$ cat src/source/cropPkg.sv
package cropPkg;

  // incoming frame geometry
  localparam int lineWidth = 640;

  // crop window, bounds inclusive
  // columns count from 1, lines from 0
  localparam int cropX0 = 27;
  localparam int cropX1 = 614;
  localparam int cropY0 = 17;
  localparam int cropY1 = 464;

  // one cell of the reduced grid
  localparam int cellW = 21;
  localparam int cellH = 16;

  // grid is square
  localparam int gridN = 28;
  localparam int cellCount = gridN * gridN;

  // gray pixel and cell level share a width
  localparam int pixW = 12;

  // 336 pixels of 12 bits fit in 21 bits
  localparam int sumW = 21;

  // column and line counters
  localparam int colW = 10;

  // cell row or column index
  localparam int idxW = 5;

  // grid word address, also the wishbone word address
  localparam int addrW = 10;

  // wishbone data bus
  localparam int dataW = 16;

  // status word sits right after the last cell
  localparam int statusAddr = cellCount;

endpackage
$ cat src/source/cropIfs.sv
`timescale 1ns/10ps

// one finished cell level per cycle, no back-pressure
interface cellBus;
  import cropPkg::*;

  logic valid;
  logic [idxW-1:0] row;
  logic [idxW-1:0] col;
  logic [pixW-1:0] level;

  // accumulator side
  modport source (output valid, row, col, level);
  // grid store side
  modport sink (input valid, row, col, level);
endinterface


$ cat src/source/cellAccumulator.sv
`timescale 1ns/10ps
module cellAccumulator (
  input  logic iCLK,
  input  logic iRST,
  input  logic frameStart,
  input  logic pixValidQ,
  input  logic [cropPkg::pixW-1:0] pixGrayQ,
  input  logic inWindow,
  input  logic [cropPkg::idxW-1:0] cellCol,
  input  logic bandClose,
  input  logic [cropPkg::idxW-1:0] bandRow,
  cellBus.source cells
);
  import cropPkg::*;

  // running sums of the band in progress, one per cell column
  logic [gridN-1:0][sumW-1:0] sums;
  logic [gridN-1:0][sumW-1:0] sumNext;
  // levels of the band just closed, waiting to drain
  logic [gridN-1:0][pixW-1:0] bank;
  logic addHit;
  logic takeBand;
  logic draining;
  logic [idxW-1:0] drainCnt;
  logic [idxW-1:0] drainRow;

  assign addHit = pixValidQ && inWindow;
  assign takeBand = pixValidQ && bandClose;

  // sums with the current pixel folded in
  // the bank copy needs this so the closing pixel counts
  always_comb begin
    for (int i = 0; i < gridN; i++) begin
      sumNext[i] = sums[i];
      if (addHit && (cellCol == idxW'(i))) begin
        sumNext[i] = sums[i] + sumW'(pixGrayQ);
      end
    end
  end

  always_ff @(posedge iCLK or negedge iRST) begin
    if (!iRST) begin
      sums <= '0;
    end else if (frameStart || takeBand) begin
      // next band starts from zero
      sums <= '0;
    end else begin
      sums <= sumNext;
    end
  end

  // scaled mean, sum over 512
  always_ff @(posedge iCLK) begin
    if (takeBand) begin
      for (int i = 0; i < gridN; i++) begin
        bank[i] <= sumNext[i][sumW-1 -: pixW];
      end
    end
  end

  // drain walks the bank from column 0, one cell per cycle
  always_ff @(posedge iCLK or negedge iRST) begin
    if (!iRST) begin
      draining <= 1'b0;
      drainCnt <= '0;
      drainRow <= '0;
    end else if (frameStart) begin
      draining <= 1'b0;
      drainCnt <= '0;
      drainRow <= '0;
    end else if (takeBand) begin
      draining <= 1'b1;
      drainCnt <= '0;
      drainRow <= bandRow;
    end else if (draining) begin
      if (drainCnt == idxW'(gridN - 1)) begin
        draining <= 1'b0;
        drainCnt <= '0;
      end else begin
        drainCnt <= drainCnt + idxW'(1);
      end
    end
  end

  assign cells.valid = draining;
  assign cells.row = drainRow;
  assign cells.col = drainCnt;
  assign cells.level = bank[drainCnt];

endmodule

$ cat src/flat_wrapper.sv
// flat-port wrapper written by rule: the top's interface ports become plain ports
module cellAccumulator_flat import cropPkg::*;
  (iCLK, iRST, frameStart, pixValidQ, pixGrayQ, inWindow, cellCol, bandClose, bandRow, cells_valid, cells_row, cells_col, cells_level);
  cellBus cells_i ();
  input  logic iCLK;
  input  logic iRST;
  input  logic frameStart;
  input  logic pixValidQ;
  input  logic [cropPkg::pixW-1:0] pixGrayQ;
  input  logic inWindow;
  input  logic [cropPkg::idxW-1:0] cellCol;
  input  logic bandClose;
  input  logic [cropPkg::idxW-1:0] bandRow;
  output wire logic [$bits(cells_i.valid)-1:0] cells_valid;
  output wire logic [$bits(cells_i.row)-1:0] cells_row;
  output wire logic [$bits(cells_i.col)-1:0] cells_col;
  output wire logic [$bits(cells_i.level)-1:0] cells_level;
  assign cells_valid = cells_i.valid;
  assign cells_row = cells_i.row;
  assign cells_col = cells_i.col;
  assign cells_level = cells_i.level;
  cellAccumulator u_core (.iCLK(iCLK), .iRST(iRST), .frameStart(frameStart), .pixValidQ(pixValidQ), .pixGrayQ(pixGrayQ), .inWindow(inWindow), .cellCol(cellCol), .bandClose(bandClose), .bandRow(bandRow), .cells(cells_i));
endmodule
$ cat config.mk
export PLATFORM = sky130hd
export DESIGN_NAME = cellAccumulator_flat
export DESIGN_NICKNAME = d
export VERILOG_FILES = /design/src/source/cropPkg.sv /design/src/source/cropIfs.sv /design/src/source/cellAccumulator.sv /design/src/flat_wrapper.sv
export SDC_FILE = /design/constraint.sdc
export NUM_CORES = 2
export LEC_CHECK = 0
export BUFFER_PORTS_ARGS = -buffer_cell sky130_fd_sc_hd__clkbuf_2
export CORE_UTILIZATION = 47
export CTS_BUF_LIST = sky130_fd_sc_hd__clkbuf_4
export CTS_CLUSTER_DIAMETER = 40
export DETAILED_ROUTE_END_ITERATION = 8
export HOLD_SLACK_MARGIN = 0.02
export PLACE_DENSITY_LB_ADDON = 0.1
export SYNTH_ARGS = -nofsm -noshare
export SYNTH_HDL_FRONTEND = slang
export SYNTH_SLANG_ARGS = --single-unit
$ cat constraint.sdc
create_clock -name iCLK -period 8.2 [get_ports iCLK]
set_input_delay 1.23 -clock iCLK [delete_from_list [all_inputs] [get_ports iCLK]]
set_output_delay 1.23 -clock iCLK [all_outputs]
set_load 0.005 [all_outputs]
# Word level (Yosys, flattened, before mapping)
# Cells that the tools add are included.
dict set report totals {
  regBits 935
  input_bits 28
  word_cells 248
}
dict set report op_classes {
  addsub 29
  order_cmp 1
  n_eq_ne 28
  mux 41
  reduce_logical 62
}
# cell count
set ops {}
lappend ops {{$add A21 B12 Y21} 28}
lappend ops {{$mux W21} 28}
lappend ops {{$mux W588} 1}
lappend ops {{$eq A5 B5 Y1 const B} 13}
lappend ops {{$bmux W12 S5} 1}
lappend ops {{$reduce_bool A2 Y1} 29}
lappend ops {{$eq A5 B4 Y1 const B} 8}
lappend ops {{$logic_and A1 B1 Y1} 30}
lappend ops {{$mux W5} 6}
lappend ops {{$eq A5 B3 Y1 const B} 4}
lappend ops {{$mux W12} 1}
lappend ops {{$eq A5 B2 Y1 const B} 2}
lappend ops {{$lt A5 B6 Y1 const B} 1}
lappend ops {{$add A5 B1 Y5 const B} 1}
lappend ops {{$eq A5 B1 Y1 const B} 1}
lappend ops {{$logic_not A5 Y1} 1}
lappend ops {{$mux W1} 4}
lappend ops {{$reduce_bool A3 Y1} 1}
lappend ops {{$logic_or A1 B1 Y1} 1}

# Depth between registers and ports, before layout
dict set report depth {
  word_depth 5
  depth_mapped 10
}

# Worst setup path before layout
# No wires, ideal clock.
dict set report synth_timing {
  path_type {in2reg}
  from {in bandClose}
  to {reg u_core.sums[280] in the netlist's numbering}
  arrival_time_ns 11.130
  t_required_ns 8.113
  path_slack_ns -3.017
  stages 7
  path_buffers 2
  cell_sequence {nand2_1 clkinv_1 nor2_1 clkbuf_1 clkbuf_1 nand3_1 o211ai_1}
}
dict set report synth_via {
  elab_chain_len 3
  elab_cells_between_ends 4
}
# item line
set synth_rtl {}
lappend synth_rtl {{start, declared} flat_wrapper.sv:12} ;# input logic bandClose;
lappend synth_rtl {{$logic_and A1 B1 Y1 *} cellAccumulator.sv:28} ;# assign takeBand = pixValidQ && bandClose;
lappend synth_rtl {{via u_core.takeBand} cellAccumulator.sv:22} ;# logic takeBand;
lappend synth_rtl {{$logic_or A1 B1 Y1 *} cellAccumulator.sv:44} ;# end else if (frameStart || takeBand) begin
lappend synth_rtl {{$mux W588 / $reduce_bool A2 Y1 (equally long branches)} -}
lappend synth_rtl {{end signal, assigned} cellAccumulator.sv:48} ;# sums <= sumNext;
lappend synth_rtl {{end, declared} cellAccumulator.sv:17} ;# logic [gridN-1:0][sumW-1:0] sums;
# Mark *: on every way through the listed nets, which the timed path passes. The rest lies on a longest branch.
# A chain may end at the register's enable or synchronous reset.

# Worst setup path in the final report
dict set report layout_timing {
  from {reg u_core.drainCnt[0], in the netlist u_core.cells.col[0]}
  to {out cells_level[11]}
}
dict set report layout_via {
  elab_chain_len 2
}
# item line
set layout_rtl {}
lappend layout_rtl {{start, declared} cellAccumulator.sv:24} ;# logic [idxW-1:0] drainCnt;
lappend layout_rtl {{start signal, assigned} cellAccumulator.sv:80} ;# drainCnt <= drainCnt + idxW'(1);
lappend layout_rtl {{$bmux W12 S5} cellAccumulator.sv:88} ;# assign cells.level = bank[drainCnt];
lappend layout_rtl {{$mux W12 (implied by the code)} cellAccumulator.sv:88}
lappend layout_rtl {{end, declared} flat_wrapper.sv:17} ;# output wire logic [$bits(cells_i.level)-1:0] cells_level;
# Every way passes these cells. The select of a mux whose other input is x is not followed.

==> flow_summary.json <==
{
  "ys.flop_type": "sky130_fd_sc_hd__dfrtp_1",
  "clk_pin_slew_ns": 0.06,
  "p_per_area_mw_per_mm2": 163,
  "grt_first_pass_wirelength_um": 264000,
  "die_area_mm2": 0.126,
  "worst_setup_slack_final_ns": 2.12,
  "relSlewSlack_pct": 19.0,
  "timing_worst_setup_path_type": "flip-flop to primary output",
  "ioPinCount": 51,
  "fin_setup_tns_ns": 0,
  "grt_start_max_net_pins": 177,
  "drtAntennaViolNets": 0,
  "yosys-top-cells-count": "sky130_fd_sc_hd__nand2_1 (771), sky130_fd_sc_hd__dfrtp_1 (599), sky130_fd_sc_hd__a21oi_1 (556)",
  "synth_top_area_share_pct": 25.6,
  "buffer_ports.inserted": 50,
  "ys_warn_count": 0,
  "syn-num-nets": 6354,
  "cts-buffers-inserted": 291,
  "netSwitchingPower_uw": 2810,
  "synthMostInstantiatedCell": "sky130_fd_sc_hd__nand2_1",
  "via_per_inst": 5.91,
  "floorplan.initialDensity_pct": 47.4,
  "globalRouteTotalUtil_pct": 27.0,
  "clockRootBuffer": "sky130_fd_sc_hd__clkbuf_4",
  "comb_power_share_pct": 8.0,
  "asyncSetResetFlopFracSynth_pct": 64.1,
  "worst-path-max-fanout": 49,
  "crit_path_max_incr_delay_ns": 0.98,
  "max_slew.worst_pin.slew_ns": 1.21,
  "ys_types": 88,
  "gpl.final_weighted_congestion": 0.868,
  "internal-power_uw": 7620,
  "power_share_of_the_clock_group_pct": 44.2,
  "chipWidth_um": 355,
  "worstPathRequired_ns": 6.97,
  "post-route-util_pct": 51.9,
  "grt_setup_unrepaired": "no",
  "worst_hold_slack_ns": 0.215,
  "run_status": "finished clean",
  "rows": 129,
  "fin_nets": 6517,
  "netlist_area_before_placement_mm2": 0.0585,
  "proportion_of_synthesized_chip_area_in_sequential_cells_pct": 42.9,
  "timing.critical_path.arrival_ns": 4.85,
  "drcViolationCount": 0,
  "clk_latency_ns": 1.27,
  "highest_clock_rate_mhz": 165,
  "synth_top_cells_by_area": "sky130_fd_sc_hd__dfrtp_1 (26%), sky130_fd_sc_hd__edfxtp_1 (17%), sky130_fd_sc_hd__ha_1 (7.2%)",
  "clk_path_buf_depth": 4,
  "drt_pre_antenna_iters": 6,
  "global_route.overflow_total": 0,
  "synth_seq_cells": 935,
  "die_h_um": 355,
  "cp-end-kind": "primary output",
  "tritoncts": "built",
  "final-hold-violation-count": 0,
  "library_cell_with_the_largest_summed_area_after_synthesis": "sky130_fd_sc_hd__dfrtp_1",
  "period_needed_ns": 6.08,
  "peakVddDrop_v": 0.000124,
  "layoutNonFillerInstCount": 7980,
  "detailroute.via_count": 47169,
  "post-cts-setup-buffer-count": 0,
  "worst_path_max_delay_cell": "sky130_fd_sc_hd__dfrtp_4",
  "post-route-period-util_pct": 74.1,
  "crit_path_start_kind": "flip-flop",
  "detail_route.wirelength_um": 170000,
  "areaGrowthSynthToFinish_pct": 9.63,
  "share_seq_of_total_power_pct": 47.7,
  "finClkSkew_ns": 0.0768,
  "cp_cell_sequence": "buf_4, mux4_2, mux4_2, mux2_2, clkbuf_2",
  "number_of_synthesized_flops_with_an_enable_pin": 336,
  "post_cts_hold_buffer_count": 1,
  "vias_in_the_first_global_route": 45070,
  "dp_slack_ns": 3.05,
  "cts_max_level": 5,
  "core_area_mm2": 0.123,
  "r2r_setup_slack_ns": 4.95,
  "maxCapViolations": 0,
  "cpMostUsedCell": "sky130_fd_sc_hd__mux4_2",
  "ctsResizeCount": 0,
  "report.final.setup_viol": 0,
  "ratio_of_cells_with_drive_above_1_in_the_final_layout_pct": 13.8,
  "p_sw_share_pct": 26.9,
  "placedCellCount": 7467,
  "drt-wirelength-per-cell_um": 21.3,
  "cts_sinks": 935,
  "synthesized_area_divided_by_synthesized_cell_count_um2": 9.81,
  "grt_antenna_before_repair": 7,
  "finalMaxSlewViolations": 0,
  "p_leak_uw": 0.0271,
  "min_path_type": "primary input to flip-flop",
  "hpwlAfterDp_um": 111000,
  "syn-instance-count": 5961,
  "drt_first_iter_violations": 4020
}
==> per-layer routing <==
layer  GRT usage [%]  wire [um]
met4            8.29       3890
met3            4.69      10300
met1            40.0      81300
met2            39.9      74100
met5               0          9
==> sequential cells by signal, indices dropped and copies added (netlist names) <==
register and flops:
u_core.cells.col 5, u_core.cells.valid 1, u_core.bank 336, u_core.sums 588, u_core.cells.row 5
==> stage by stage <==
step | total power, uW | area [um2]
6_report | 10400 | 64100
4_1_cts | 10600 | 64100
2_1_floorplan | 5520 | 58500
5_1_grt | 10900 | 64100
3_3_place_gp | 5900 | 60500
3_5_place_dp | 5900 | 60500
==> power groups by stage <==
stage               Clock, uW  Combinational, uW  Sequential (uW)
CTS                      4780                841             4980
floorplan                   0                484             5030
detailed placement          0                838             5070
global route             5030                909             4980
finish                   4610                836             4980
global placement            0                830             5070
==> worst max-delay path: cells and delay by family, from the launching register on <==
family	cells	cell delay [ns]
multiplexers	3	1.58
buffers and inverters	2	0.97
flip-flops	1	0.98
==> area by class of cell <==
type	count	area, um2
fill	11501	59400
multi-input combinational	4617	31900
sequential	935	25100
clock buffer	427	3210
tap	1637	2050
timing repair buffer	109	818
inverter	170	657
clock inverter	79	372
antenna	6	15.0
==> cell usage in the layout (no fill, tap or decap), drive strengths merged, types with 20 or more instances in the layout <==
cell type  synthesis  layout
and3              51      51
nor4              20      20
mux2i            154     154
xnor2            218     218
a31oi             57      57
mux4              96      96
inv              169     172
a211o             22      22
or3               87      87
a21o              85      85
mux2              21      21
dfrtp            599     599
nor2b             32      32
clkbuf           195     464
edfxtp           336     336
nor2             262     262
nand4            115     115
o21bai            24      24
nand3            230     230
nor3             134     134
a211oi           122     122
a21oi            556     556
or2              140     140
nand2b            70      70
and2             138     138
ha               337     337
nand3b            20      20
buf               44      71
nand2            771     771
o211ai            65      65
a2111oi           22      22
clkinv             1      75
xor2             158     158
fa                28      28
o21ai            265     265
o21a              50      50
o31ai             30      30
==> kinds of logic (layout without fill, tap and decap cells) <==
logic type / count (synthesis) / in the layout / share of synthesized area (%)
xor gates and xnor gates: 376 / 376 / 5.63
adders and majority gates: 365 / 365 / 8.17
buffers and inverters: 409 / 785 / 2.68
muxes: 271 / 271 / 6.74
AOI/OAI and AO/OA: 1469 / 1469 / 15.8
other: 0 / 6 / 0
and+or+nand+nor: 2136 / 2136 / 18.1
DFF: 935 / 935 / 42.9
==> path summary, 6_finish.rpt <==
check | start | cells past startpoint | to
worst min register to register | u_core.sums[572] | 2 | u_core.sums[572]
min in group asynchronous | iRST | 2 | u_core.sums[404]
max in group asynchronous | iRST | 3 | u_core.sums[276]
worst min-delay path | bandRow[4] | 3 | u_core.cells.row[4]
worst max-delay path | u_core.cells.col[0] | 5 | cells_level[11]
worst max register to register | u_core.sums[231] | 9 | u_core.bank[137]
(Power assumes the default switching activity.)
