$ cat src/source/cropPkg.sv
package cropPkg;

  // incoming frame geometry
  localparam int lineWidth = 640;

  // crop window, bounds inclusive
  // columns count from 1, lines from 0
  localparam int cropX0 = 27;
  localparam int cropX1 = 614;
  localparam int cropY0 = 17;
  localparam int cropY1 = 464;

  // one cell of the reduced grid
  localparam int cellW = 21;
  localparam int cellH = 16;

  // grid is square
  localparam int gridN = 28;
  localparam int cellCount = gridN * gridN;

  // gray pixel and cell level share a width
  localparam int pixW = 12;

  // 336 pixels of 12 bits fit in 21 bits
  localparam int sumW = 21;

  // column and line counters
  localparam int colW = 10;

  // cell row or column index
  localparam int idxW = 5;

  // grid word address, also the wishbone word address
  localparam int addrW = 10;

  // wishbone data bus
  localparam int dataW = 16;

  // status word sits right after the last cell
  localparam int statusAddr = cellCount;

endpackage
$ cat src/source/cropIfs.sv


// read path from the bus slave into the grid
interface gridPort;
  import cropPkg::*;

  logic [addrW-1:0] rdAddr;
  // registered, one cycle after rdAddr
  logic [pixW-1:0] rdData;
  logic frameReady;
  logic [idxW-1:0] lastRow;

  // grid side
  modport store (input rdAddr, output rdData, frameReady, lastRow);
  // wishbone side
  modport reader (output rdAddr, input rdData, frameReady, lastRow);
endinterface

$ cat src/source/wbGridSlave.sv
`timescale 1ns/10ps
module wbGridSlave (
  input  logic iCLK,
  input  logic iRST,
  input  logic wbCyc,
  input  logic wbStb,
  input  logic wbWe,
  input  logic [cropPkg::addrW-1:0] wbAdr,
  input  logic [cropPkg::dataW-1:0] wbDatI,
  output logic [cropPkg::dataW-1:0] wbDatO,
  output logic wbAck,
  gridPort.reader grid
);
  import cropPkg::*;

  typedef enum logic {
    stIdle,
    stRead
  } slaveState;

  slaveState state;
  logic req;
  logic [dataW-1:0] rdWord;

  assign req = wbCyc && wbStb;

  // address held by the master, grid answers next cycle
  assign grid.rdAddr = wbAdr;

  // word select once rdData has settled
  // writes return zero and change nothing
  always_comb begin
    if (wbWe) begin
      rdWord = '0;
    end else if (wbAdr < addrW'(cellCount)) begin
      rdWord = dataW'(grid.rdData);
    end else if (wbAdr == addrW'(statusAddr)) begin
      rdWord = dataW'({grid.lastRow, grid.frameReady});
    end else begin
      rdWord = '0;
    end
  end

  // idle -> read -> ack, ack lasts one cycle
  always_ff @(posedge iCLK or negedge iRST) begin
    if (!iRST) begin
      state <= stIdle;
      wbAck <= 1'b0;
    end else begin
      wbAck <= 1'b0;
      case (state)
        stIdle: begin
          // ignore the request still held during our own ack
          if (req && !wbAck) begin
            state <= stRead;
          end
        end
        stRead: begin
          // no ack if the master gave up
          wbAck <= req;
          state <= stIdle;
        end
        default: state <= stIdle;
      endcase
    end
  end

  always_ff @(posedge iCLK) begin
    if (state == stRead) begin
      wbDatO <= rdWord;
    end
  end

endmodule

$ cat src/flat_wrapper.sv
// flat-port wrapper written by rule: the top's interface ports become plain ports
module wbGridSlave_flat import cropPkg::*;
  (iCLK, iRST, wbCyc, wbStb, wbWe, wbAdr, wbDatI, wbDatO, wbAck, grid_rdAddr, grid_rdData, grid_frameReady, grid_lastRow);
  gridPort grid_i ();
  input  logic iCLK;
  input  logic iRST;
  input  logic wbCyc;
  input  logic wbStb;
  input  logic wbWe;
  input  logic [cropPkg::addrW-1:0] wbAdr;
  input  logic [cropPkg::dataW-1:0] wbDatI;
  output logic [cropPkg::dataW-1:0] wbDatO;
  output logic wbAck;
  output wire logic [$bits(grid_i.rdAddr)-1:0] grid_rdAddr;
  input wire logic [$bits(grid_i.rdData)-1:0] grid_rdData;
  input wire logic [$bits(grid_i.frameReady)-1:0] grid_frameReady;
  input wire logic [$bits(grid_i.lastRow)-1:0] grid_lastRow;
  assign grid_rdAddr = grid_i.rdAddr;
  assign grid_i.rdData = grid_rdData;
  assign grid_i.frameReady = grid_frameReady;
  assign grid_i.lastRow = grid_lastRow;
  wbGridSlave u_core (.iCLK(iCLK), .iRST(iRST), .wbCyc(wbCyc), .wbStb(wbStb), .wbWe(wbWe), .wbAdr(wbAdr), .wbDatI(wbDatI), .wbDatO(wbDatO), .wbAck(wbAck), .grid(grid_i));
endmodule
$ cat config.mk
export PLATFORM = sky130hd
export DESIGN_NAME = wbGridSlave_flat
export DESIGN_NICKNAME = d
export VERILOG_FILES = /design/src/source/cropPkg.sv /design/src/source/cropIfs.sv /design/src/source/wbGridSlave.sv /design/src/flat_wrapper.sv
export SDC_FILE = /design/constraint.sdc
export NUM_CORES = 1
export LEC_CHECK = 0
export ABC_AREA = 0
export BUFFER_PORTS_ARGS = -buffer_cell sky130_fd_sc_hd__buf_2
export CORE_UTILIZATION = 36
export DETAILED_ROUTE_END_ITERATION = 16
export PLACE_DENSITY_LB_ADDON = 0.05
export SLEW_MARGIN = 20
export SYNTH_ARGS = -nofsm -noshare
export SYNTH_HDL_FRONTEND = slang
export SYNTH_SLANG_ARGS = --single-unit
$ cat constraint.sdc
create_clock -name iCLK -period 1.7 [get_ports iCLK]
set_input_delay 0.17 -clock iCLK [delete_from_list [all_inputs] [get_ports iCLK]]
set_output_delay 0.17 -clock iCLK [all_outputs]
set_load 0.01 [all_outputs]
# Word-level counts from Yosys, hierarchy flattened
# Cells that the tools add are included.
# totals
memories	0
regBits	18
inputBits	49
latchBits	0
ramBits	0
mem_bits_ro	0
output_inout_bits	27
# classes
order_cmp	1
n_reduce_logical	4
mux	5
addsub	0
n_div	0
shift	0
n_eq_ne	1
bitwise	1
mul	0
# op_table
operator	n
12-bit 2-to-1 mux	1
10-bit == test, second input constant	1
10-bit < comparator, second input constant	1
6-bit 2-to-1 mux	1
1-bit logical AND	2
1-bit 2-to-1 mux	2
1-bit one-hot mux with 2 select lines	1
2-bit OR reduction	1
1-bit logical NOT	1
1-bit NOT	1

# Logic depth before layout (Yosys ltp)
# Gate-level depths: netlist (run 1).
# depth
depth_word	4
mapped_depth	4

# Worst setup path before layout (run 1)
# No wires, ideal clock.
# synth_timing
path_kind	input to register
start	in wbAdr[4] (netlist name)
end	reg u_core.wbDatO[2] (netlist name) (data pin)
setup_slack_ns	0.355
stages	4
arrival_ns	1.215
n_path_buf	1
path_cell_list	or4_1 > a31oi_2 > buf_6 > a22o_2
# synth_between
elab_chain_len	3
elab_cells_between_ends	4
cone_classes	order compare (1); eq/ne (1); mux (2)
# synth_lines
item	line	text
start, declared	flat_wrapper.sv:10	input logic [cropPkg::addrW-1:0] wbAdr;
parallel branches: the longest is 2 deep, another holds 10-bit < comparator	--	
12-bit 2-to-1 mux (*)	wbGridSlave.sv:35	end else if (wbAdr < addrW'(cellCount)) begin
end signal, assigned	wbGridSlave.sv:70	wbDatO <= rdWord;
end, declared	wbGridSlave.sv:10	output logic [cropPkg::dataW-1:0] wbDatO,
# Every way passes the cells marked *.
# A chain may end at the register's enable or synchronous reset.

# Worst setup path after layout (run 1)
# layout_timing
start	in wbAdr[1] (netlist name)
end	reg u_core.wbDatO[3] (netlist name) (data pin)
# The elaborated chain is that of the path after synthesis.

==> out/qor.txt, run 1 <==
Yosys warnings - 0
Setup TNS - 0 ns
vias in the first global route - 472
H-tree depth - 1
max-slew violation count - 0
dpl cells - 120
Data arrival, critical path - 1.39 ns
post-synthesis cell count - 51
top cell type's share of synthesized area - 51.2%
Reg-to-Reg Start - u_core.state
first-pass iteration count of the detailed router - 3
final non-filler cell total - 125
post-synthesis cell area - 703 um2
CTS sink cnt - 14
Port Buf Inserts - 55
I/O pins - 76
Worst EP required - 1.85 ns
design area - 958 um2
Routed WL - 1280 um
Worst setup endpoint - u_core.wbDatO[3]
FF-to-FF path depth - 0
Setup WS post-layout - 0.463 ns
cts bufs inserted - 3
layout cells sized above 1 - 74.0%
Seq/Total Area, Yosys - 58.4%
Diodes inserted - 0
Final Hold Slack - 0.116 ns
crit share post-route - 72.8%
Netlist cell types - 15
number of remaining DRC errors - 0
Most used DFF post-synth - edfxtp_1
Nets - 150
min cycle time layout - 1.24 ns
vias per cell - 4.46
worst rel slew slack - 66.4%
final hold violations - 0
largest net degree at the start of global routing - 15
initial antenna violation count - 0
CP Launch Type - primary input
gr usage total - 12.9%
Synth Register Bits - 14
total core area - 0.00178 mm2
Crit Path Class - primary input to register
gr ovfl total - 0
Max-Cap Viols - 0
Post-CTS Setup Bufs - 0
Worst Tran Pin Value - 0.504 ns
Reg clk slew, reported paths - 0.08 ns
cell taking the most area after synthesis - edfxtp_1
status - complete, no violations
antenna-violating nets left - 0
DR WL/cell - 10.3 um
FP Rows - 15
Post-DP Area - 912 um2
global-route wire length before repair - 1870 um
Leak Pwr - 0.461 nW
r2r setup slk - 0.68 ns
area delta synth->final - 36.3%
Cell Pwr Density - 777 mW/mm2
Setup WS pre-CTS - 0.175 ns
Worst setup startpoint - wbAdr[1]
Critical Path Sink Type - register
most common cell in the netlist - buf_4
post-layout util - 53.8%
Max rail drop VDD - 0.354 mV
CP max FO - 6
synth top area cells - edfxtp_1 51%, buf_4 15%, a22o_2 8.5%, dfrtp_1 7.1%, and2_2 6.4%
Setup Skew - 0.00312 ns
GPL Wtd Cong - 0.717
via count - 557
DIE AREA - 0.00213 mm2
clock root buffer - clkbuf_4
Power Total - 0.745 mW
Die Width - 46.2 um
Max clock buf depth - 2
CTS tree - yes
Hold Crit Start - wbStb
RSZ-0062 raised after global routing - false
Hold/Removal Path Class - primary input to register
max frequency - 808 MHz
Worst-Skew Late Latency - 0.27 ns
chip height - 46.2 um
endpoints failing setup - 0
Synth async-reset ratio - 14.3%
initial DRC count - 9
starting density of the core - 39.4%
Post-synth top cells - 14 x buf_4, 12 x edfxtp_1, 6 x a22o_2, 6 x and2_2
Post-synth EDFFs - 12
FF-to-FF End - u_core.wbDatO[8]
synthesized area per cell - 13.8 um2
==> routing by layer <==
metal,vias up,global-route usage [%],routed length (um)
li1,268,-,-
met3,4,3.53,129
met2,39,21.1,649
met1,246,13.5,485
met5,-,0,0
met4,0,10.6,19
==> state kept, by name, indices dropped and copies added (netlist names) <==
register       cells
u_core.state       1
u_core.wbAck       1
u_core.wbDatO     12
==> cell type report <==
class | instances | area [um2]
Multi-Input combinational cell | 25 | 188
Clock buffer | 4 | 36.3
Sequential cell | 14 | 410
Tap cell | 25 | 31.3
Timing Repair Buffer | 57 | 293
Fill cell | 159 | 825
==> where the power goes <==
group	internal, mW	switching [mW]
combinational	0.0622	0.0509
sequential	0.391	0.00889
clock	0.130	0.101
total	0.584	0.161
==> critical path, stage by stage <==
cell    delay [ns]
buf_2         0.10
or4_1         0.53
nor3_2        0.38
a22o_2        0.21
==> worst min-delay path by stage <==
stage	to	slack [ns]	cells past startpoint
2_1_floorplan	u_core.state	-0.13	0
3_3_place_gp	u_core.wbAck	-0.04	1
3_5_place_dp	u_core.state	-0.04	1
4_1_cts	u_core.state	0.11	3
5_1_grt	u_core.state	0.11	3
6_report	u_core.state	0.12	3
==> repair_timing <==
| item | CTS | global route |
|---|---|---|
| resized for setup | 0 | 0 |
| hold endpoints to repair | 2 | 0 |
| hold buffers | 1 | 0 |
==> placed cells by master, fill, tap and decap left out <==
master | synthesis | layout
buf_2 | 0 | 55
edfxtp_1 | 12 | 12
and2_2 | 6 | 6
a22o_2 | 6 | 6
conb_1 | 1 | 4
clkbuf_4 | 0 | 3
or4_1 | 2 | 2
dfrtp_1 | 2 | 2
nand2_1 | 1 | 1
nor3_1 | 1 | 1
and3_1 | 1 | 1
a31oi_2 | 1 | 1
or3_1 | 1 | 1
nand4b_1 | 1 | 1
nor3_2 | 1 | 1
clkbuf_8 | 0 | 1
dlygate4sd3_1 | 0 | 1
buf_4 | 14 | 1
==> cell families (layout without fill, tap and decap cells) <==
kind of cell / Yosys count / after routing / share of synthesized area, %
flops: 14 / 14 / 58.4
simple gates: 14 / 14 / 14.2
other cells: 1 / 4 / 0.533
buf+inv: 15 / 61 / 16.5
compound gates: 7 / 7 / 10.3
Power figures use the tool's default switching activity.
==> inputs of run 2 (changes only) <==
--- a/config.mk
+++ b/config.mk
@@ -7,7 +7,7 @@
 export LEC_CHECK = 0
 export ABC_AREA = 0
 export BUFFER_PORTS_ARGS = -buffer_cell sky130_fd_sc_hd__buf_2
-export CORE_UTILIZATION = 36
+export CORE_UTILIZATION = 33
 export DETAILED_ROUTE_END_ITERATION = 16
 export PLACE_DENSITY_LB_ADDON = 0.05
 export SLEW_MARGIN = 20
==> constraint.sdc (replaced) <==
create_clock -name iCLK -period 1.15 [get_ports iCLK]
set_input_delay 0.115 -clock iCLK [delete_from_list [all_inputs] [get_ports iCLK]]
set_output_delay 0.115 -clock iCLK [all_outputs]
set_load 0.01 [all_outputs]
==> run 2 against run 1 <==
Final cell count up 2.4%. Power up 41%. Setup slack worse by 0.43 ns. Clock power up 22%. Critical endpoint is now u_core.wbDatO[5]. Largest power group unchanged.
==> out/qor.txt, run 2 (synthesis results as in run 1) <==
initial DRC count - 7
Setup WS pre-CTS - -0.263 ns
DIE AREA - 0.00232 mm2
CP max FO - 12
Reg-to-Reg Start - u_core.state
via count - 559
Setup Skew - 0.00286 ns
H-tree depth - 1
max reg flops - 12
RSZ-0062 raised after global routing - false
status - complete, no violations
r2r setup slk - 0.10 ns
total core area - 0.00198 mm2
post-CTS sizing - 0
Reg clk slew, reported paths - 0.08 ns
cell count along the critical path - 4
Buf+Inv Stages, Crit Path - 1
Critical Path, Cell by Cell - buf_2, or4_4, a31oi_4, a22o_2
FF-to-FF End - u_core.wbDatO[9]
FP Rows - 16
crit share post-route - 97.0%
most frequent cells in the layout - 55 x buf_2, 12 x edfxtp_1, 6 x and2_2, 6 x a22o_2, 4 x conb_1
CTS tree - yes
starting density of the core - 35.5%
area delta synth->final - 39.5%
vias in the first global route - 448
FF-to-FF path depth - 0
Post-CTS Setup Bufs - 0
initial antenna violation count - 0
GPL Wtd Cong - 0.705
CP delay by family, top - simple AND/OR/NAND/NOR gates
largest reg by FF count - u_core.wbDatO
antenna-violating nets left - 0
post-layout util - 49.5%
Hold/Removal Path Class - primary input to register
gr ovfl total - 0
gr usage total - 12.2%
min cycle time layout - 1.12 ns
Max clock buf depth - 2
endpoints failing setup - 0
registers with the most flip-flops - u_core.wbDatO (12), u_core.state (1), u_core.wbAck (1)
cts bufs inserted - 3
Worst-Skew Late Latency - 0.27 ns
CTS sink cnt - 14
layout cells sized above 1 - 75.2%
Cell Pwr Density - 1070 mW/mm2
number of remaining DRC errors - 0
DR WL/cell - 10.1 um
CP Launch Type - primary input
Port Buf Inserts - 55
Crit Path Class - primary input to register
Worst setup endpoint - u_core.wbDatO[5]
max-slew violation count - 0
Leak Pwr - 0.476 nW
max frequency - 897 MHz
Worst setup startpoint - wbAdr[4]
worst rel slew slack - 63.6%
final hold violations - 0
Data arrival, critical path - 1.26 ns
Setup WS post-layout - 0.0347 ns
largest net degree at the start of global routing - 15
Max-Cap Viols - 0
first-pass iteration count of the detailed router - 4
Worst EP required - 1.30 ns
Max rail drop VDD - 0.515 mV
CP max-delay cell - or4_4
I/O pins - 76
CP peak stage delay - 0.54 ns
commonest non-fill, non-tap cell in the layout - buf_2
Power Total - 1.05 mW
Worst Tran Pin Value - 0.546 ns
chip height - 48.2 um
clock root buffer - clkbuf_4
global-route wire length before repair - 1860 um
Nets - 151
Diodes inserted - 0
Die Width - 48.2 um
Routed WL - 1290 um
vias per cell - 4.37
Critical Path Sink Type - register
run 2: changes by cell type in the layout (fill, tap and decap cells not counted), sizes merged:
cell,change
buf,+1
run 2: how the worst min path moves through the flow:
stage	to	cells past startpoint	from	slack, ns
6_report	u_core.state	3	wbStb	0.06
5_1_grt	u_core.state	3	wbStb	0.08
4_1_cts	u_core.state	3	wbStb	0.05
3_5_place_dp	u_core.wbAck	1	iRST	-0.1
3_3_place_gp	u_core.state	1	iRST	-0.1
2_1_floorplan	u_core.state	0	iRST	-0.18
run 2: report_power, final:
group          internal (mW)  leakage [nW]  switching [mW]  total, mW
Clock                  0.134        0.0150           0.147      0.281
Sequential             0.579         0.140          0.0142      0.593
Combinational         0.0967         0.322          0.0805      0.177
run 2: layout make-up:
class	count	area [um2]
clock buffers	4	26.3
fillers	192	1000
multi-input cells	25	210
flip-flops and latches	14	410
well taps	27	33.8
repair buffers	58	300
run 2: repair_timing:
| action | CTS | global route |
|---|---|---|
| endpoints found under the hold margin | 2 | 0 |
| hold buffers | 1 | 0 |
| endpoints found under the setup margin | 0 | 1 |
run 2: per-layer routing:
metal / track usage [%] / wire length (um) / part of all wire (%)
met1: 12.9 / 474 / 37
met2: 21.1 / 680 / 53
met3: 5.56 / 124 / 9.6
met4: 5.00 / 10 / 0.78
met5: 0 / 0 / 0
run 2: through the flow:
step | cells | hold WS [ns] | area, um2 | TNS (ns)
3_5_place_dp | 123 | -0.0998 | 945 | -3.02
5_1_grt | 128 | 0.0809 | 981 | 0
3_3_place_gp | 123 | -0.0981 | 945 | -2.75
2_1_floorplan | 54 | -0.181 | 737 | -0.538
6_report | 128 | 0.0583 | 981 | 0
4_1_cts | 128 | 0.0513 | 981 | 0
