===== src/source/cropPkg.sv =====
package cropPkg;

  // incoming frame geometry
  localparam int lineWidth = 640;

  // crop window, bounds inclusive
  // columns count from 1, lines from 0
  localparam int cropX0 = 27;
  localparam int cropX1 = 614;
  localparam int cropY0 = 17;
  localparam int cropY1 = 464;

  // one cell of the reduced grid
  localparam int cellW = 21;
  localparam int cellH = 16;

  // grid is square
  localparam int gridN = 28;
  localparam int cellCount = gridN * gridN;

  // gray pixel and cell level share a width
  localparam int pixW = 12;

  // 336 pixels of 12 bits fit in 21 bits
  localparam int sumW = 21;

  // column and line counters
  localparam int colW = 10;

  // cell row or column index
  localparam int idxW = 5;

  // grid word address, also the wishbone word address
  localparam int addrW = 10;

  // wishbone data bus
  localparam int dataW = 16;

  // status word sits right after the last cell
  localparam int statusAddr = cellCount;

endpackage

===== src/source/scanTracker.sv =====
`timescale 1ns/10ps
module scanTracker (
  input  logic iCLK,
  input  logic iRST,
  input  logic frameStart,
  input  logic pixValid,
  input  logic [cropPkg::colW-1:0] pixLine,
  input  logic [cropPkg::pixW-1:0] pixGray,
  output logic pixValidQ,
  output logic [cropPkg::pixW-1:0] pixGrayQ,
  output logic inWindow,
  output logic [cropPkg::idxW-1:0] cellCol,
  output logic bandClose,
  output logic [cropPkg::idxW-1:0] bandRow
);
  import cropPkg::*;

  // column of the last accepted pixel, 0 right after frame start
  logic [colW-1:0] colCnt;
  logic [colW-1:0] curCol;
  logic [colW-1:0] lineOff;
  // pixel position inside the current cell
  logic [idxW-1:0] subCnt;
  logic [idxW-1:0] subNext;
  logic [idxW-1:0] cellNext;
  logic colHit;
  logic lineHit;
  logic closeHit;

  always_comb begin
    // column of the pixel on the input now, 1 to 640
    curCol = (colCnt == colW'(lineWidth)) ? colW'(1) : colCnt + colW'(1);
    lineOff = pixLine - colW'(cropY0);
    colHit = (curCol >= colW'(cropX0)) && (curCol <= colW'(cropX1));
    lineHit = (pixLine >= colW'(cropY0)) && (pixLine <= colW'(cropY1));
    // last pixel of the bottom line of a band
    closeHit = colHit && lineHit && (curCol == colW'(cropX1)) &&
               ((lineOff % cellH) == cellH - 1);
    // cell column steps every cellW pixels from the window edge
    if (curCol == colW'(cropX0)) begin
      cellNext = '0;
      subNext = '0;
    end else if (subCnt == idxW'(cellW - 1)) begin
      cellNext = cellCol + idxW'(1);
      subNext = '0;
    end else begin
      cellNext = cellCol;
      subNext = subCnt + idxW'(1);
    end
  end

  always_ff @(posedge iCLK or negedge iRST) begin
    if (!iRST) begin
      colCnt <= '0;
      subCnt <= '0;
      cellCol <= '0;
      bandRow <= '0;
      pixValidQ <= 1'b0;
      inWindow <= 1'b0;
      bandClose <= 1'b0;
    end else if (frameStart) begin
      colCnt <= '0;
      subCnt <= '0;
      cellCol <= '0;
      bandRow <= '0;
      pixValidQ <= 1'b0;
      inWindow <= 1'b0;
      bandClose <= 1'b0;
    end else begin
      pixValidQ <= pixValid;
      // flags only qualify a valid pixel
      inWindow <= pixValid && colHit && lineHit;
      bandClose <= pixValid && closeHit;
      if (pixValid) begin
        colCnt <= curCol;
        subCnt <= subNext;
        cellCol <= cellNext;
        bandRow <= idxW'(lineOff / cellH);
      end
    end
  end

  // pixel data rides along with its flags
  always_ff @(posedge iCLK) begin
    if (pixValid) begin
      pixGrayQ <= pixGray;
    end
  end

endmodule


===== config.mk =====
export PLATFORM = sky130hd
export DESIGN_NAME = scanTracker
export DESIGN_NICKNAME = d
export VERILOG_FILES = /design/src/source/cropPkg.sv /design/src/source/scanTracker.sv
export SDC_FILE = /design/constraint.sdc
export NUM_CORES = 1
export LEC_CHECK = 0
export BUFFER_PORTS_ARGS = -buffer_cell sky130_fd_sc_hd__buf_2
export CAP_MARGIN = 20
export CORE_AREA = 2 2 69 71
export CTS_CLUSTER_DIAMETER = 100
export DETAILED_ROUTE_END_ITERATION = 8
export DIE_AREA = 0 0 71 73
export PLACE_DENSITY = 0.85
export SLEW_MARGIN = 40
export SYNTH_ARGS = -nofsm -noshare
export SYNTH_HDL_FRONTEND = slang
export SYNTH_SLANG_ARGS = --single-unit

===== constraint.sdc =====
create_clock -name iCLK -period 2.5 [get_ports iCLK]
set_clock_uncertainty 0.2 [all_clocks]
set_input_delay 0.25 -clock iCLK [delete_from_list [all_inputs] [get_ports iCLK]]
set_output_delay 0.25 -clock iCLK [all_outputs]
set_load 0.03 [all_outputs]

# [Yosys cells after proc, flatten, opt, wreduce, memory -nomap -nowiden]
# Index checks and enable logic that the tools add are counted.
[classes] magnitude_cmp=4 mul=0 eq_ne=5 n_reduce_logical=11 n_bitwise=0 div_mod_pow=0 n_addsub=4 n_mux=16 shift=0
[ops] operator="2-to-1 mux 5 bit" count=10
[ops] operator="2-to-1 mux 10 bit" count=3
[ops] operator="equality test 10 bit, second input constant" count=2
[ops] operator="greater-or-equal comparator 10 x 5 -> 1 bit, second input constant" count=2
[ops] operator="adder 10 x 1 -> 10 bit, second input constant" count=1
[ops] operator="adder 5 x 1 -> 5 bit, second input constant" count=2
[ops] operator="equality test 10 x 5 -> 1 bit, second input constant" count=1
[ops] operator="<= comparator 10 bit, second input constant" count=1
[ops] operator="<= comparator 10 x 9 -> 1 bit, second input constant" count=1
[ops] operator="subtractor 9 x 5 -> 9 bit, second input constant" count=1
[ops] operator="logical AND 1 bit" count=8
[ops] operator="equality test 5 bit, second input constant" count=1
[ops] operator="equality test 4 bit, second input constant" count=1
[ops] operator="2-to-1 mux 1 bit" count=3
[ops] operator="nonzero test 3 bit" count=1
[ops] operator="AND reduction 2 bit" count=1
[ops] operator="nonzero test 2 bit" count=1
[totals] memories=0 out_inout_bits=25 regBits=40 mem_bits_rw=0 rom_bits=0 latchBits=0 elab_cells=48

# [Depth between registers and ports, before layout]
# Gate-level depths: netlist (run 1).
[depth] depth_word=9 depth_mapped=9 depth_no_buf=8

# [Least setup slack after synthesis (run 1)]
# Ideal clock, no wire load.
[synth_path] kind="register to register" startpoint="reg colCnt[0]" endpoint="reg cellCol[3] (netlist bit)" arrival_time_ps=1912 synth_period_minus_slack_ps=2213 stages_incl_launch_ff=10 path_slack_ps=287 required_ps=2199 path_cell_list="dfrtp_1 buf_6 inv_1 ha_1 and4bb_1 a32oi_1 a211oi_2 a41oi_4 o21ai_2 o311ai_2"
[synth_via] elab_chain_cells=6 word_cells_on_any_way=9 cone_classes="add/sub (1); eq/ne (2); mux (4); reduce/logical (2)"
[synth_lines] element="from (decl)" line="scanTracker.sv:19" rtl="logic [colW-1:0] colCnt;"
[synth_lines] element="from (signal assigned)" line="scanTracker.sv:75" rtl="colCnt <= curCol;"
[synth_lines] element="adder 10 x 1 -> 10 bit or equality test 10 bit (tied branches)" line="scanTracker.sv:32" rtl="curCol = (colCnt == colW'(lineWidth)) ? colW'(1) : colCnt + colW'(1);"
[synth_lines] element="2-to-1 mux 10 bit *" line="scanTracker.sv:32"
[synth_lines] element="equality test 10 x 5 -> 1 bit *" line="scanTracker.sv:40" rtl="if (curCol == colW'(cropX0)) begin"
[synth_lines] element="2-to-1 mux 5 bit" line="scanTracker.sv:40"
[synth_lines] element="2-to-1 mux 5 bit" line="scanTracker.sv:74" rtl="if (pixValid) begin"
[synth_lines] element="2-to-1 mux 5 bit" line="scanTracker.sv:61" rtl="end else if (frameStart) begin"
[synth_lines] element="to (signal assigned)" line="scanTracker.sv:77" rtl="cellCol <= cellNext;"
[synth_lines] element="to (decl)" line="scanTracker.sv:12" rtl="output logic [cropPkg::idxW-1:0] cellCol,"
# Mark *: on every way between the ends. The rest lies on a longest branch, timed or not. The select of a mux whose other input is x is not followed.
# A chain may end at the register's enable or synchronous reset.

# [Worst setup path after layout (run 1)]
[layout_path] startpoint="reg colCnt[1]" endpoint="reg cellCol[3] (netlist bit)"
# Same word-level chain as after synthesis.

==> results.md, run 1 <==
* Root buffer selected by CTS: clkbuf_8
* Simple-gate portion of the synthesized area at 0.218
* Met2 wire len at 2.55 mm
* CP Launch Type: register
* Critical Path RT at 2.50 ns
* R2R Setup Slk at 0.15 ns
* Core Util, Final at 0.630
* Fmax at 425 MHz
* Synth area leaders: dfrtp_1 30%, edfxtp_1 16%, ha_1 3.8%, nor2_1 3.6%, nand3_1 2.6%
* Number of synthesized flops with an enable pin at 12
* # port buffers at 50
* CTS Buf Count at 5
* Synth-to-layout area growth at 23.2%
* Adder-Cell Fraction of Synth Area at 0.0378
* Register area share after synthesis at 0.458
* Diode count at 0
* Wire per inst at 15.3 µm
* Vias per cell at 5.81
* Congestion Overflow GR at 0
* First-pass DRT Iterations at 4
* Setup crit end: cellCol[3]
* Core ar. at 4540 µm²
* Post-synth top flop: dfrtp_1
* DR WL met3 at 284 µm
* Post-synthesis mux area share at 0.0173
* CP Capture Type: register
* HP Class: input pin to register
* Share of layout cells above drive strength 1 at 0.289
* Multi-input gate area at 1130 µm²
* Critical path peak fanout at 8
* Period minus WS final at 2.35 ns
* Final WL at 5.27 mm
* Clock Tree Buf Depth at 2
* Async set-reset flop share out of synthesis at 0.700
* FP Rows at 25
* Crit Path Class: register to register
* Fin nets at 323
* # setup viols final at 0
* Tightest Pin Transition at 0.640 ns
* # DRC at 0
* Post-synthesis cell count at 226
* Largest family of logic cells by synthesized area: simple AND/OR/NAND/NOR gates
* Initial antenna violation count at 0
* Via count at 2006
* Crit share post-route at 0.941
* Pre-CTS setup slack at 0.0537 ns
* Top post-synthesis cells by count: 28 x dfrtp_1, 22 x nor2_1, 12 x edfxtp_1, 12 x nand3_1, 11 x nand2_1
* R2r worst-path depth at 7
* Vias in the first global route at 1833
* Final hold vios at 0
* Largest net degree at the start of global routing at 29
* Clock Sinks at 40
* Clock Latency Late Sink at 0.30 ns
* Initial Util at 0.511
* Yosys top cell by area: dfrtp_1
* H-tree levels at 2
* Gpl congestion at 0.910
* Outcome: finished, final reports clean
* Top Layer Used: met4
* GRT Total Usage at 0.206
* Global-route wire length before repair at 8.44 mm
* Fin Setup TNS at 0 ns
* Io pins at 51
* Routed met1 length at 2.34 mm
* Reg-to-Reg Start: colCnt[1]
* CTS tree: yes
* Die X at 71 µm
* Initial DRC count at 151
* Syn_area_per_cell at 10.3 µm²
* Ys Warns at 0
* Max-cap violations at 0
* R2R Path End: cellCol[3]
* Die ar. at 5180 µm²
* Die Y at 73 µm
* Layout fillers at 344
* CP cell instances: ha_2 -> a21oi_1 -> o211ai_1 -> a22oi_1 -> a41oi_4 -> o21ai_2 -> o311ai_2
* RSZ-0062 raised after global routing: no
* Synth Register Bits at 40
* Count leader, synth: dfrtp_1
* P per Cell Area at 524 nW/µm²
* Static leakage at 1.26 nW
* Setup WS post-layout at 0.148 ns
* Synth Area in Compound Gates at 0.168
* Unique masters post-synth at 59
* Mapped Area at 2320 µm²
* Max_slew headroom at 0.574
* Sequential Area at 1060 µm²
* Crit. Startpoint: colCnt[1]
* Post-Syn Nets at 259
* Slowest stage delay, CP at 0.43 ns
* Synth top area share at 0.302
* Critical path's slowest cell: dfrtp_1
* Fraction of synthesized cell area in xor and xnor cells at 0.0416
* ANT nets after route at 0
* CP arrival at 2.35 ns
* Clock-pin slew on the worst setup and hold paths at 0.08 ns
* Fin. max-slew vios at 0
* Post-detail-place hpwl at 3.60 mm
* VDD IR-drop max at 0.329 mV
## where the power goes
| group | switching (mW) | total (mW) | internal [mW] |
|---|---|---|---|
| Clock | 0.241 | 0.541 | 0.301 |
| Combinational | 0.140 | 0.223 | 0.0828 |
| Sequential | 0.0233 | 0.732 | 0.709 |
| Total | 0.404 | 1.50 | 1.09 |
## stage by stage
step                      power, mW  hold slack (ns)  instance area, µm²  std cells
after floorplan               0.868           -0.246                2320        226
after global placement        0.942            0.101                2590        324
after detailed placement      0.950            0.104                2590        324
after CTS                      1.51           0.0574                2840        345
after global routing           1.56           0.0802                2860        345
final                          1.50           0.0639                2860        345
## area by class of cell
cell class              instances  area share
clock buffers                   5      0.0241
clock inverters                 3      0.0162
inverters                      10      0.0131
multi-input cells             162       0.397
flip-flops and latches         40       0.372
well taps                      54      0.0237
repair buffers                 71       0.154
## metal layers
metal / global-route usage / vias to the layer above
met5: 0 / -
met4: 0.0713 / 0
met3: 0.0373 / 11
met2: 0.354 / 73
met1: 0.263 / 956
li1: - / 966
## state kept, by name, indices dropped and copies added (netlist names)
name       cells
cellCol        5
colCnt        10
bandClose      1
inWindow       1
bandRow        5
subCnt         5
pixGrayQ      12
pixValidQ      1
## worst max-delay path: cells and delay by family, from the launching register on
family / cells / cell delay [ns]
compound gates: 6 / 1.34
fa+ha+maj: 1 / 0.29
flops: 1 / 0.43
## cell usage in the layout (no fill, tap or decap), drive strengths merged, types with 3 or more instances in the layout
master	instances
a211oi	4
a21boi	3
a21oi	8
a22oi	3
a31oi	5
and3	3
and4b	3
buf	58
clkbuf	5
dfrtp	28
dlygate4sd3	13
edfxtp	12
ha	7
inv	11
mux2i	4
nand2	11
nand2b	4
nand3	13
nand4	8
nor2	22
nor3	6
nor4	5
o21ai	10
xnor2	5
xor2	6
## worst min path at each step
| stage | start | end | slack [ns] | cells past startpoint |
|---|---|---|---|---|
| floorplan | iRST | bandClose | -0.25 | 0 |
| global placement | iRST | bandRow[0] | 0.10 | 1 |
| detailed placement | iRST | bandRow[0] | 0.10 | 1 |
| finish | pixLine[7] | bandRow[3] | 0.06 | 3 |
| CTS | pixLine[7] | bandRow[3] | 0.06 | 3 |
| global route | pixLine[7] | bandRow[3] | 0.08 | 3 |
## cell families (layout without fill, tap and decap cells)
group,after synthesis,after routing
muxes,4,4
AOI/OAI and AO/OA,51,51
DFF,40,40
xor gates and xnor gates,11,11
adders and majority gates,7,7
and+or+nand+nor,89,89
buffers and inverters,24,89
## repair_timing
action	CTS	global route
setup buffers	0	0
hold buffers	13	0
resized for setup	0	5
setup endpoints to repair	0	9
endpoints found under the hold margin	40	0
(Power assumes the default switching activity.)
==> run 2, diff against run 1 <==
- CELL_PAD_IN_SITES_DETAIL_PLACEMENT: unset -> 2
- CELL_PAD_IN_SITES_GLOBAL_PLACEMENT: unset -> 2
- CORE_AREA: 2 2 69 71 -> 2 2 86 88
- DIE_AREA: 0 0 71 73 -> 0 0 88 90
- PLACE_DENSITY: 0.85 -> 0.86
==> run 2 against run 1 <==
Maximum frequency fell by 4.3%. Sequential cell count did not move. Design area rose by 6.0%.
==> results.md, run 2 (synthesis gave the netlist of run 1 again) <==
* CTS Buf Count at 5 (unchanged)
* H-tree levels at 2 (unchanged)
* Max_slew headroom at 0.535 (-0.0383)
* CP Launch Type: register
* Sequential Area at 1070 µm² (+0.35%)
* Outcome: finished, final reports clean
* Commonest non-fill, non-tap cell in the layout: buf_2
* CP Capture Type: register
* Register with the most flip-flops: pixGrayQ
* RSZ-0062 raised after global routing: yes
* Clk pwr share at 0.364 (+0.002)
* Fmax at 407 MHz (-4.3%)
* FP Rows at 31 (+24%)
* Initial Util at 0.330 (-0.181)
* Worst Hold Path EP: bandRow[3]
* Final WL at 7.90 mm (+50%)
* Synth-to-layout area growth at 30.6%
* Clock Latency Late Sink at 0.30 ns (about the same)
* Regs by FF count: pixGrayQ (12), colCnt (10)
* Initial antenna violation count at 0 (unchanged)
* CTS tree: yes
* # DRC at 0 (unchanged)
* Wire per inst at 19.6 µm (+28%)
* Crit. Startpoint: colCnt[4]
* Sw Ratio at 0.289 (+0.0188)
* Critical Path RT at 2.47 ns (-0.03 ns)
* R2R Path End: subCnt[2]
* Power share of the combinational group at 0.162 (+0.013)
* Via count at 2123 (+5.8%)
* Congestion Overflow GR at 0 (unchanged)
* Internal Power at 1.10 mW (+0.87%)
* Reg-to-Reg Start: colCnt[4]
* Fin. max-slew vios at 0 (unchanged)
* Max reg flops at 12 (unchanged)
* R2R Setup Slk at 0.04 ns (-0.10 ns)
* Crit Path Class: register to register
* Clock Tree Buf Depth at 2 (unchanged)
* Setup WS post-layout at 0.0428 ns (-0.105 ns)
* Critical path peak fanout at 7 (-1)
* Die Y at 90 µm (+23%)
* Static leakage at 1.32 nW (+4.2%)
* Clock Sinks at 40 (unchanged)
* First-pass DRT Iterations at 4 (unchanged)
* Multi-input gate area at 1150 µm² (+1.9%)
* Hold Path Depth at 3 (unchanged)
* Clock-pin slew on the worst setup and hold paths at 0.09 ns (about the same)
* Share of layout cells above drive strength 1 at 0.343 (+0.0546)
* Gpl congestion at 0.778 (-14%)
* Global-route wire length before repair at 11.9 mm (+41%)
* Root buffer selected by CTS: clkbuf_8
* R2r worst-path depth at 7 (unchanged)
* Sw Pwr at 0.448 mW (+11%)
* Die X at 88 µm (+24%)
* HP Class: input pin to register
* Post-detail-place hpwl at 4.89 mm (+36%)
* Die ar. at 7920 µm² (+53%)
* # setup viols final at 0 (unchanged)
* Pre-CTS setup slack at 0.0741 ns (+0.0204 ns)
* Io pins at 51 (unchanged)
* Vias per cell at 5.28 (-9.2%)
* Tightest Pin Transition at 0.697 ns (+0.0575 ns)
* Vias in the first global route at 2293 (+25%)
* Max-cap violations at 0 (unchanged)
* Total chip power at 1.55 mW (+3.5%)
* GRT Total Usage at 0.191 (-0.0146)
* VDD IR-drop max at 0.247 mV (-25%)
* Final hold vios at 0 (unchanged)
* Crit share post-route at 0.983 (+0.0420)
* CP arrival at 2.43 ns (+0.08 ns)
* ANT nets after route at 0 (unchanged)
* Layout fillers at 758 (+120%)
* Commonest non-fill, non-tap cells in the layout: 50 x buf_2, 24 x dfrtp_1, 22 x nor2_1, 20 x buf_4, 13 x dlygate4sd3_1
* P per Cell Area at 512 nW/µm² (-2.3%)
* Largest net degree at the start of global routing at 29 (unchanged)
* Core ar. at 7020 µm² (+55%)
* Sequential power share at 0.474 (-0.015)
* HP Start: pixLine[7]
* Diode count at 0 (unchanged)
* Period minus WS final at 2.46 ns (+0.105 ns)
* Initial DRC count at 66 (-56%)
* # port buffers at 50 (unchanged)
* Fin nets at 335 (+3.7%)
==> run 2: changes by cell type in the layout (fill, tap and decap cells not counted), sizes merged <==
cell and delta:
buf +12
==> run 2: area by class of cell <==
type                    count  area share
clock buffers               5      0.0227
clock inverters             3      0.0153
inverters                  10      0.0124
multi-input cells         162       0.381
flip-flops and latches     40       0.352
well taps                  99      0.0409
repair buffers             83       0.175
==> run 2: through the flow <==
stage,TNS [ns],hold slack [ns],cells,utilization,area [µm²]
floorplan,0,-0.246,226,-,2320
global placement,0,0.124,374,0.383,2690
detailed placement,0,0.135,374,0.383,2690
CTS,0,0.0646,395,0.418,2930
global route,-0.263,0.0815,402,0.431,3030
finish,0,0.0633,402,0.431,3030
==> run 2: what timing repair did <==
| action | in CTS | in global routing |
|---|---|---|
| gates resized for setup | 0 | 16 |
| endpoints found under the setup margin | 0 | 11 |
| endpoints found under the hold margin | 40 | 0 |
| hold buffers | 13 | 0 |
| setup buffers | 0 | 7 |
==> run 2: how the worst max path moves through the flow <==
stage	endpoint	slack, ns	cells after the start
after global placement	cellCol[3]	0.16	8
after detailed placement	cellCol[3]	0.07	7
after global routing	subCnt[1]	-0.05	8
after floorplan	cellCol[3]	0.29	9
after CTS	cellCol[3]	0.008	8
final	subCnt[2]	0.04	7
==> run 2: critical path, cell delays in order (launching register included) <==
cell	delay (ns)
dfrtp_2	0.48
nor4_4	0.46
a32oi_2	0.23
a211oi_2	0.29
a41oi_4	0.22
buf_4	0.20
a22oi_1	0.14
o21ai_1	0.10
==> run 2: power groups by stage <==
stage                     clock network [mW]  registers, mW  logic (mW)
after floorplan                            0          0.789      0.0792
after global placement                     0          0.742       0.211
after detailed placement                   0          0.745       0.220
after CTS                              0.575          0.732       0.239
after global routing                   0.608          0.738       0.272
final                                  0.565          0.734       0.251
==> run 2: per-layer routing <==
metal  vias up  track usage  part of all wire
met5         -            0                 0
met2        58        0.326              0.53
met4         0       0.0628             0.016
li1        985            -                 -
met1      1072        0.246              0.42
met3         8       0.0266             0.032
==> run 3, diff against run 2 <==
- ABC_AREA: unset -> 1
==> run 3 against run 2 <==
Clock-buffer cell count unchanged. Power fell by 4.2%. Critical path type unchanged. Highest routed layer unchanged. Register-to-register slack improved by 0.17 ns. First-iteration DRC count decreased by 33%. Via count shrank 8.1%. Sequential share of layout area up 2.7 points. Largest power group unchanged. Clock power shrank 1%. Maximum frequency is 7.5% higher. Area after synthesis fell by 5.9%. Combinational power is 20% lower. Critical endpoint is now cellCol[3]. Final cell count rose by 3.5%.
==> results.md, run 3 <==
* Crit share post-route at 0.915 (-0.0683)
* Post-Syn Nets at 279 (+7.7%)
* Period minus WS final at 2.29 ns (-0.171 ns)
* ANT nets after route at 0 (unchanged)
* H-tree levels at 2 (unchanged)
* Die Y at 90 µm (unchanged)
* Post-synthesis cell count at 246 (+8.8%)
* Critical path peak fanout at 6 (-1)
* Die X at 88 µm (unchanged)
* Yosys top cell by area: dfrtp_1
* Clock Sinks at 40 (unchanged)
* CP Launch Type: register
* Non-Filler Instances at 416 (+3.5%)
* Outcome: finished, final reports clean
* Clock Tree Buf Depth at 2 (unchanged)
* Final std cell area, no fill at 2800 µm² (-7.6%)
* Via count at 1951 (-8.1%)
* Synth-to-layout area growth at 28.2%
* # DRC at 0 (unchanged)
* Crit Path Class: register to register
* Layout fillers at 798 (+5.3%)
* Vias in the first global route at 2256 (-1.6%)
* Largest net degree at the start of global routing at 29 (unchanged)
* Global-route wire length before repair at 11.3 mm (-5.2%)
* Initial antenna violation count at 0 (unchanged)
* Fin Setup TNS at 0 ns (unchanged)
* Initial Util at 0.310 (-0.0196)
* Internal Power at 1.08 mW (-2.2%)
* CTS resizes at 0 (unchanged)
* Fmax at 437 MHz (+7.5%)
* Placed insts at 395 (+5.6%)
* CTS tree: yes
* Critical Path RT at 2.50 ns (+0.03 ns)
* Congestion Overflow GR at 0 (unchanged)
* Fin nets at 349 (+4.2%)
* Regs by FF count: pixGrayQ (12), colCnt (10)
* Root buffer selected by CTS: clkbuf_8
* Die ar. at 7920 µm² (unchanged)
* # port buffers at 50 (unchanged)
* Tightest Pin Transition at 0.669 ns (-0.0284 ns)
* Diode count at 0 (unchanged)
* Async set-reset flop share out of synthesis at 0.700 (unchanged)
* Final WL at 6.77 mm (-14%)
* Sw Ratio at 0.274 (-0.0144)
* Core ar. at 7020 µm² (unchanged)
* Area after DPL at 2550 µm² (-5.1%)
* P per Cell Area at 531 nW/µm² (+3.7%)
* Hold buffers post-CTS at 13 (unchanged)
* Clk pwr share at 0.377 (+0.013)
* Mapped Area at 2180 µm² (-5.9%)
* GRT Total Usage at 0.185 (-0.00648)
* Max reg flops at 12 (unchanged)
* Io pins at 51 (unchanged)
* Fin. max-slew vios at 0 (unchanged)
* Unique masters post-synth at 32 (-46%)
* Clock-pin slew on the worst setup and hold paths at 0.09 ns (about the same)
* VDD IR-drop max at 0.299 mV (+21%)
* Syn_area_per_cell at 8.86 µm² (-14%)
* Gpl congestion at 0.792 (+1.8%)
* Sequential power share at 0.488 (+0.014)
* Post-CTS Setup Bufs at 0 (unchanged)
* Vias per cell at 4.69 (-11%)
* Power share of the combinational group at 0.135 (-0.027)
* HP Class: input pin to register
* Synth area leaders: dfrtp_1 32%, edfxtp_1 17%, nand2_1 10%, inv_1 4.6%, nor2_1 4.3%
* Commonest non-fill, non-tap cells in the layout: 60 x nand2_1, 50 x buf_2, 28 x dfrtp_1, 27 x inv_1, 25 x nor2_1
* Top post-synthesis cells by count: 60 x nand2_1, 28 x dfrtp_1, 27 x inv_1
* # setup viols final at 0 (unchanged)
* Post-synth top flop: dfrtp_1
* Sw Pwr at 0.407 mW (-9.0%)
* Initial DRC count at 44 (-33%)
* Commonest non-fill, non-tap cell in the layout: nand2_1
* CTS Buf Count at 5 (unchanged)
* Count leader, synth: nand2_1
* Share of layout cells above drive strength 1 at 0.278 (-0.0656)
* First-pass DRT Iterations at 4 (unchanged)
* Ys Warns at 0 (unchanged)
* Synth top area share at 0.321 (+0.0191)
* Post-detail-place hpwl at 4.70 mm (-3.9%)
* Synth Register Bits at 40 (unchanged)
* Wire per inst at 16.3 µm (-17%)
* CP arrival at 2.28 ns (-0.15 ns)
* Max_slew headroom at 0.554 (+0.0189)
* Register with the most flip-flops: pixGrayQ
* FP Rows at 31 (unchanged)
* Max-cap violations at 0 (unchanged)
* Number of synthesized flops with an enable pin at 12 (unchanged)
* RSZ-0062 raised after global routing: no
* Static leakage at 1.42 nW (+8.0%)
* Final hold vios at 0 (unchanged)
* Clock Latency Late Sink at 0.31 ns (about the same)
* Register area share after synthesis at 0.487 (+0.0289)
* CP Capture Type: register
[run 3: layout make-up]
| cell class | count | area [µm²] | area share |
|---|---|---|---|
| inverter | 31 | 121 | 0.0434 |
| tap | 99 | 124 | 0.0443 |
| timing repair buffer | 66 | 403 | 0.144 |
| clock inverter | 3 | 46.3 | 0.0166 |
| sequential | 40 | 1060 | 0.380 |
| multi-input combinational | 172 | 971 | 0.347 |
| clock buffer | 5 | 68.8 | 0.0246 |
[run 3: kinds of logic (layout without fill, tap and decap cells)]
logic type,Yosys count,after routing,share of synthesized area
and+or+nand+nor,131,131,0.303
DFF,40,40,0.487
buffers and inverters,34,105,0.0677
AOI/OAI and AO/OA,25,25,0.0666
xor gates and xnor gates,9,9,0.0362
adders and majority gates,7,7,0.0402
[run 3: critical path: stages (launching register included)]
cell	delay (ns)
dfrtp_1	0.44
inv_1	0.14
ha_1	0.15
inv_1	0.04
nor2_1	0.10
nand3_2	0.17
nand2_1	0.17
nand2_1	0.07
nor2_1	0.18
nand3_4	0.13
nand3_4	0.13
nand2_4	0.10
nand2_1	0.09
nand2_1	0.07
[run 3: power groups by stage]
stage | Sequential [mW] | Clock [mW] | Combinational, mW
global placement | 0.735 | 0 | 0.179
global route | 0.729 | 0.591 | 0.222
finish | 0.725 | 0.559 | 0.201
CTS | 0.724 | 0.576 | 0.203
detailed placement | 0.737 | 0 | 0.187
floorplan | 0.780 | 0 | 0.0636
[run 3: path summary, 6_finish.rpt]
| check | startpoint | to | slack, ns | depth (start not counted) |
|---|---|---|---|---|
| max | colCnt[1] | cellCol[3] | 0.21 | 13 |
| min | pixLine[5] | bandRow[1] | 0.06 | 3 |
| max reg2reg | colCnt[1] | cellCol[3] | 0.21 | 13 |
| min reg2reg | bandRow[2] | bandRow[2] | 0.30 | 2 |
| max in group asynchronous | iRST | colCnt[5] | 1.37 | 2 |
| min in group asynchronous | iRST | subCnt[1] | 0.30 | 2 |
[run 3: routing by layer]
| layer | share of wire | track usage |
|---|---|---|
| met1 | 0.41 | 0.208 |
| met2 | 0.54 | 0.347 |
| met3 | 0.040 | 0.0432 |
| met4 | 0.0096 | 0.0372 |
| met5 | 0 | 0 |
[run 3: per-stage QoR]
stage | utilization | power [mW] | setup WS [ns] | hold WS, ns
6_report | 0.398 | 1.48 | 0.214 | 0.0589
3_5_place_dp | 0.363 | 0.924 | 0.287 | 0.126
5_1_grt | 0.398 | 1.54 | 0.0453 | 0.0897
4_1_cts | 0.398 | 1.50 | 0.223 | 0.0521
3_3_place_gp | 0.363 | 0.915 | 0.356 | 0.115
2_1_floorplan | - | 0.844 | 0.557 | -0.246
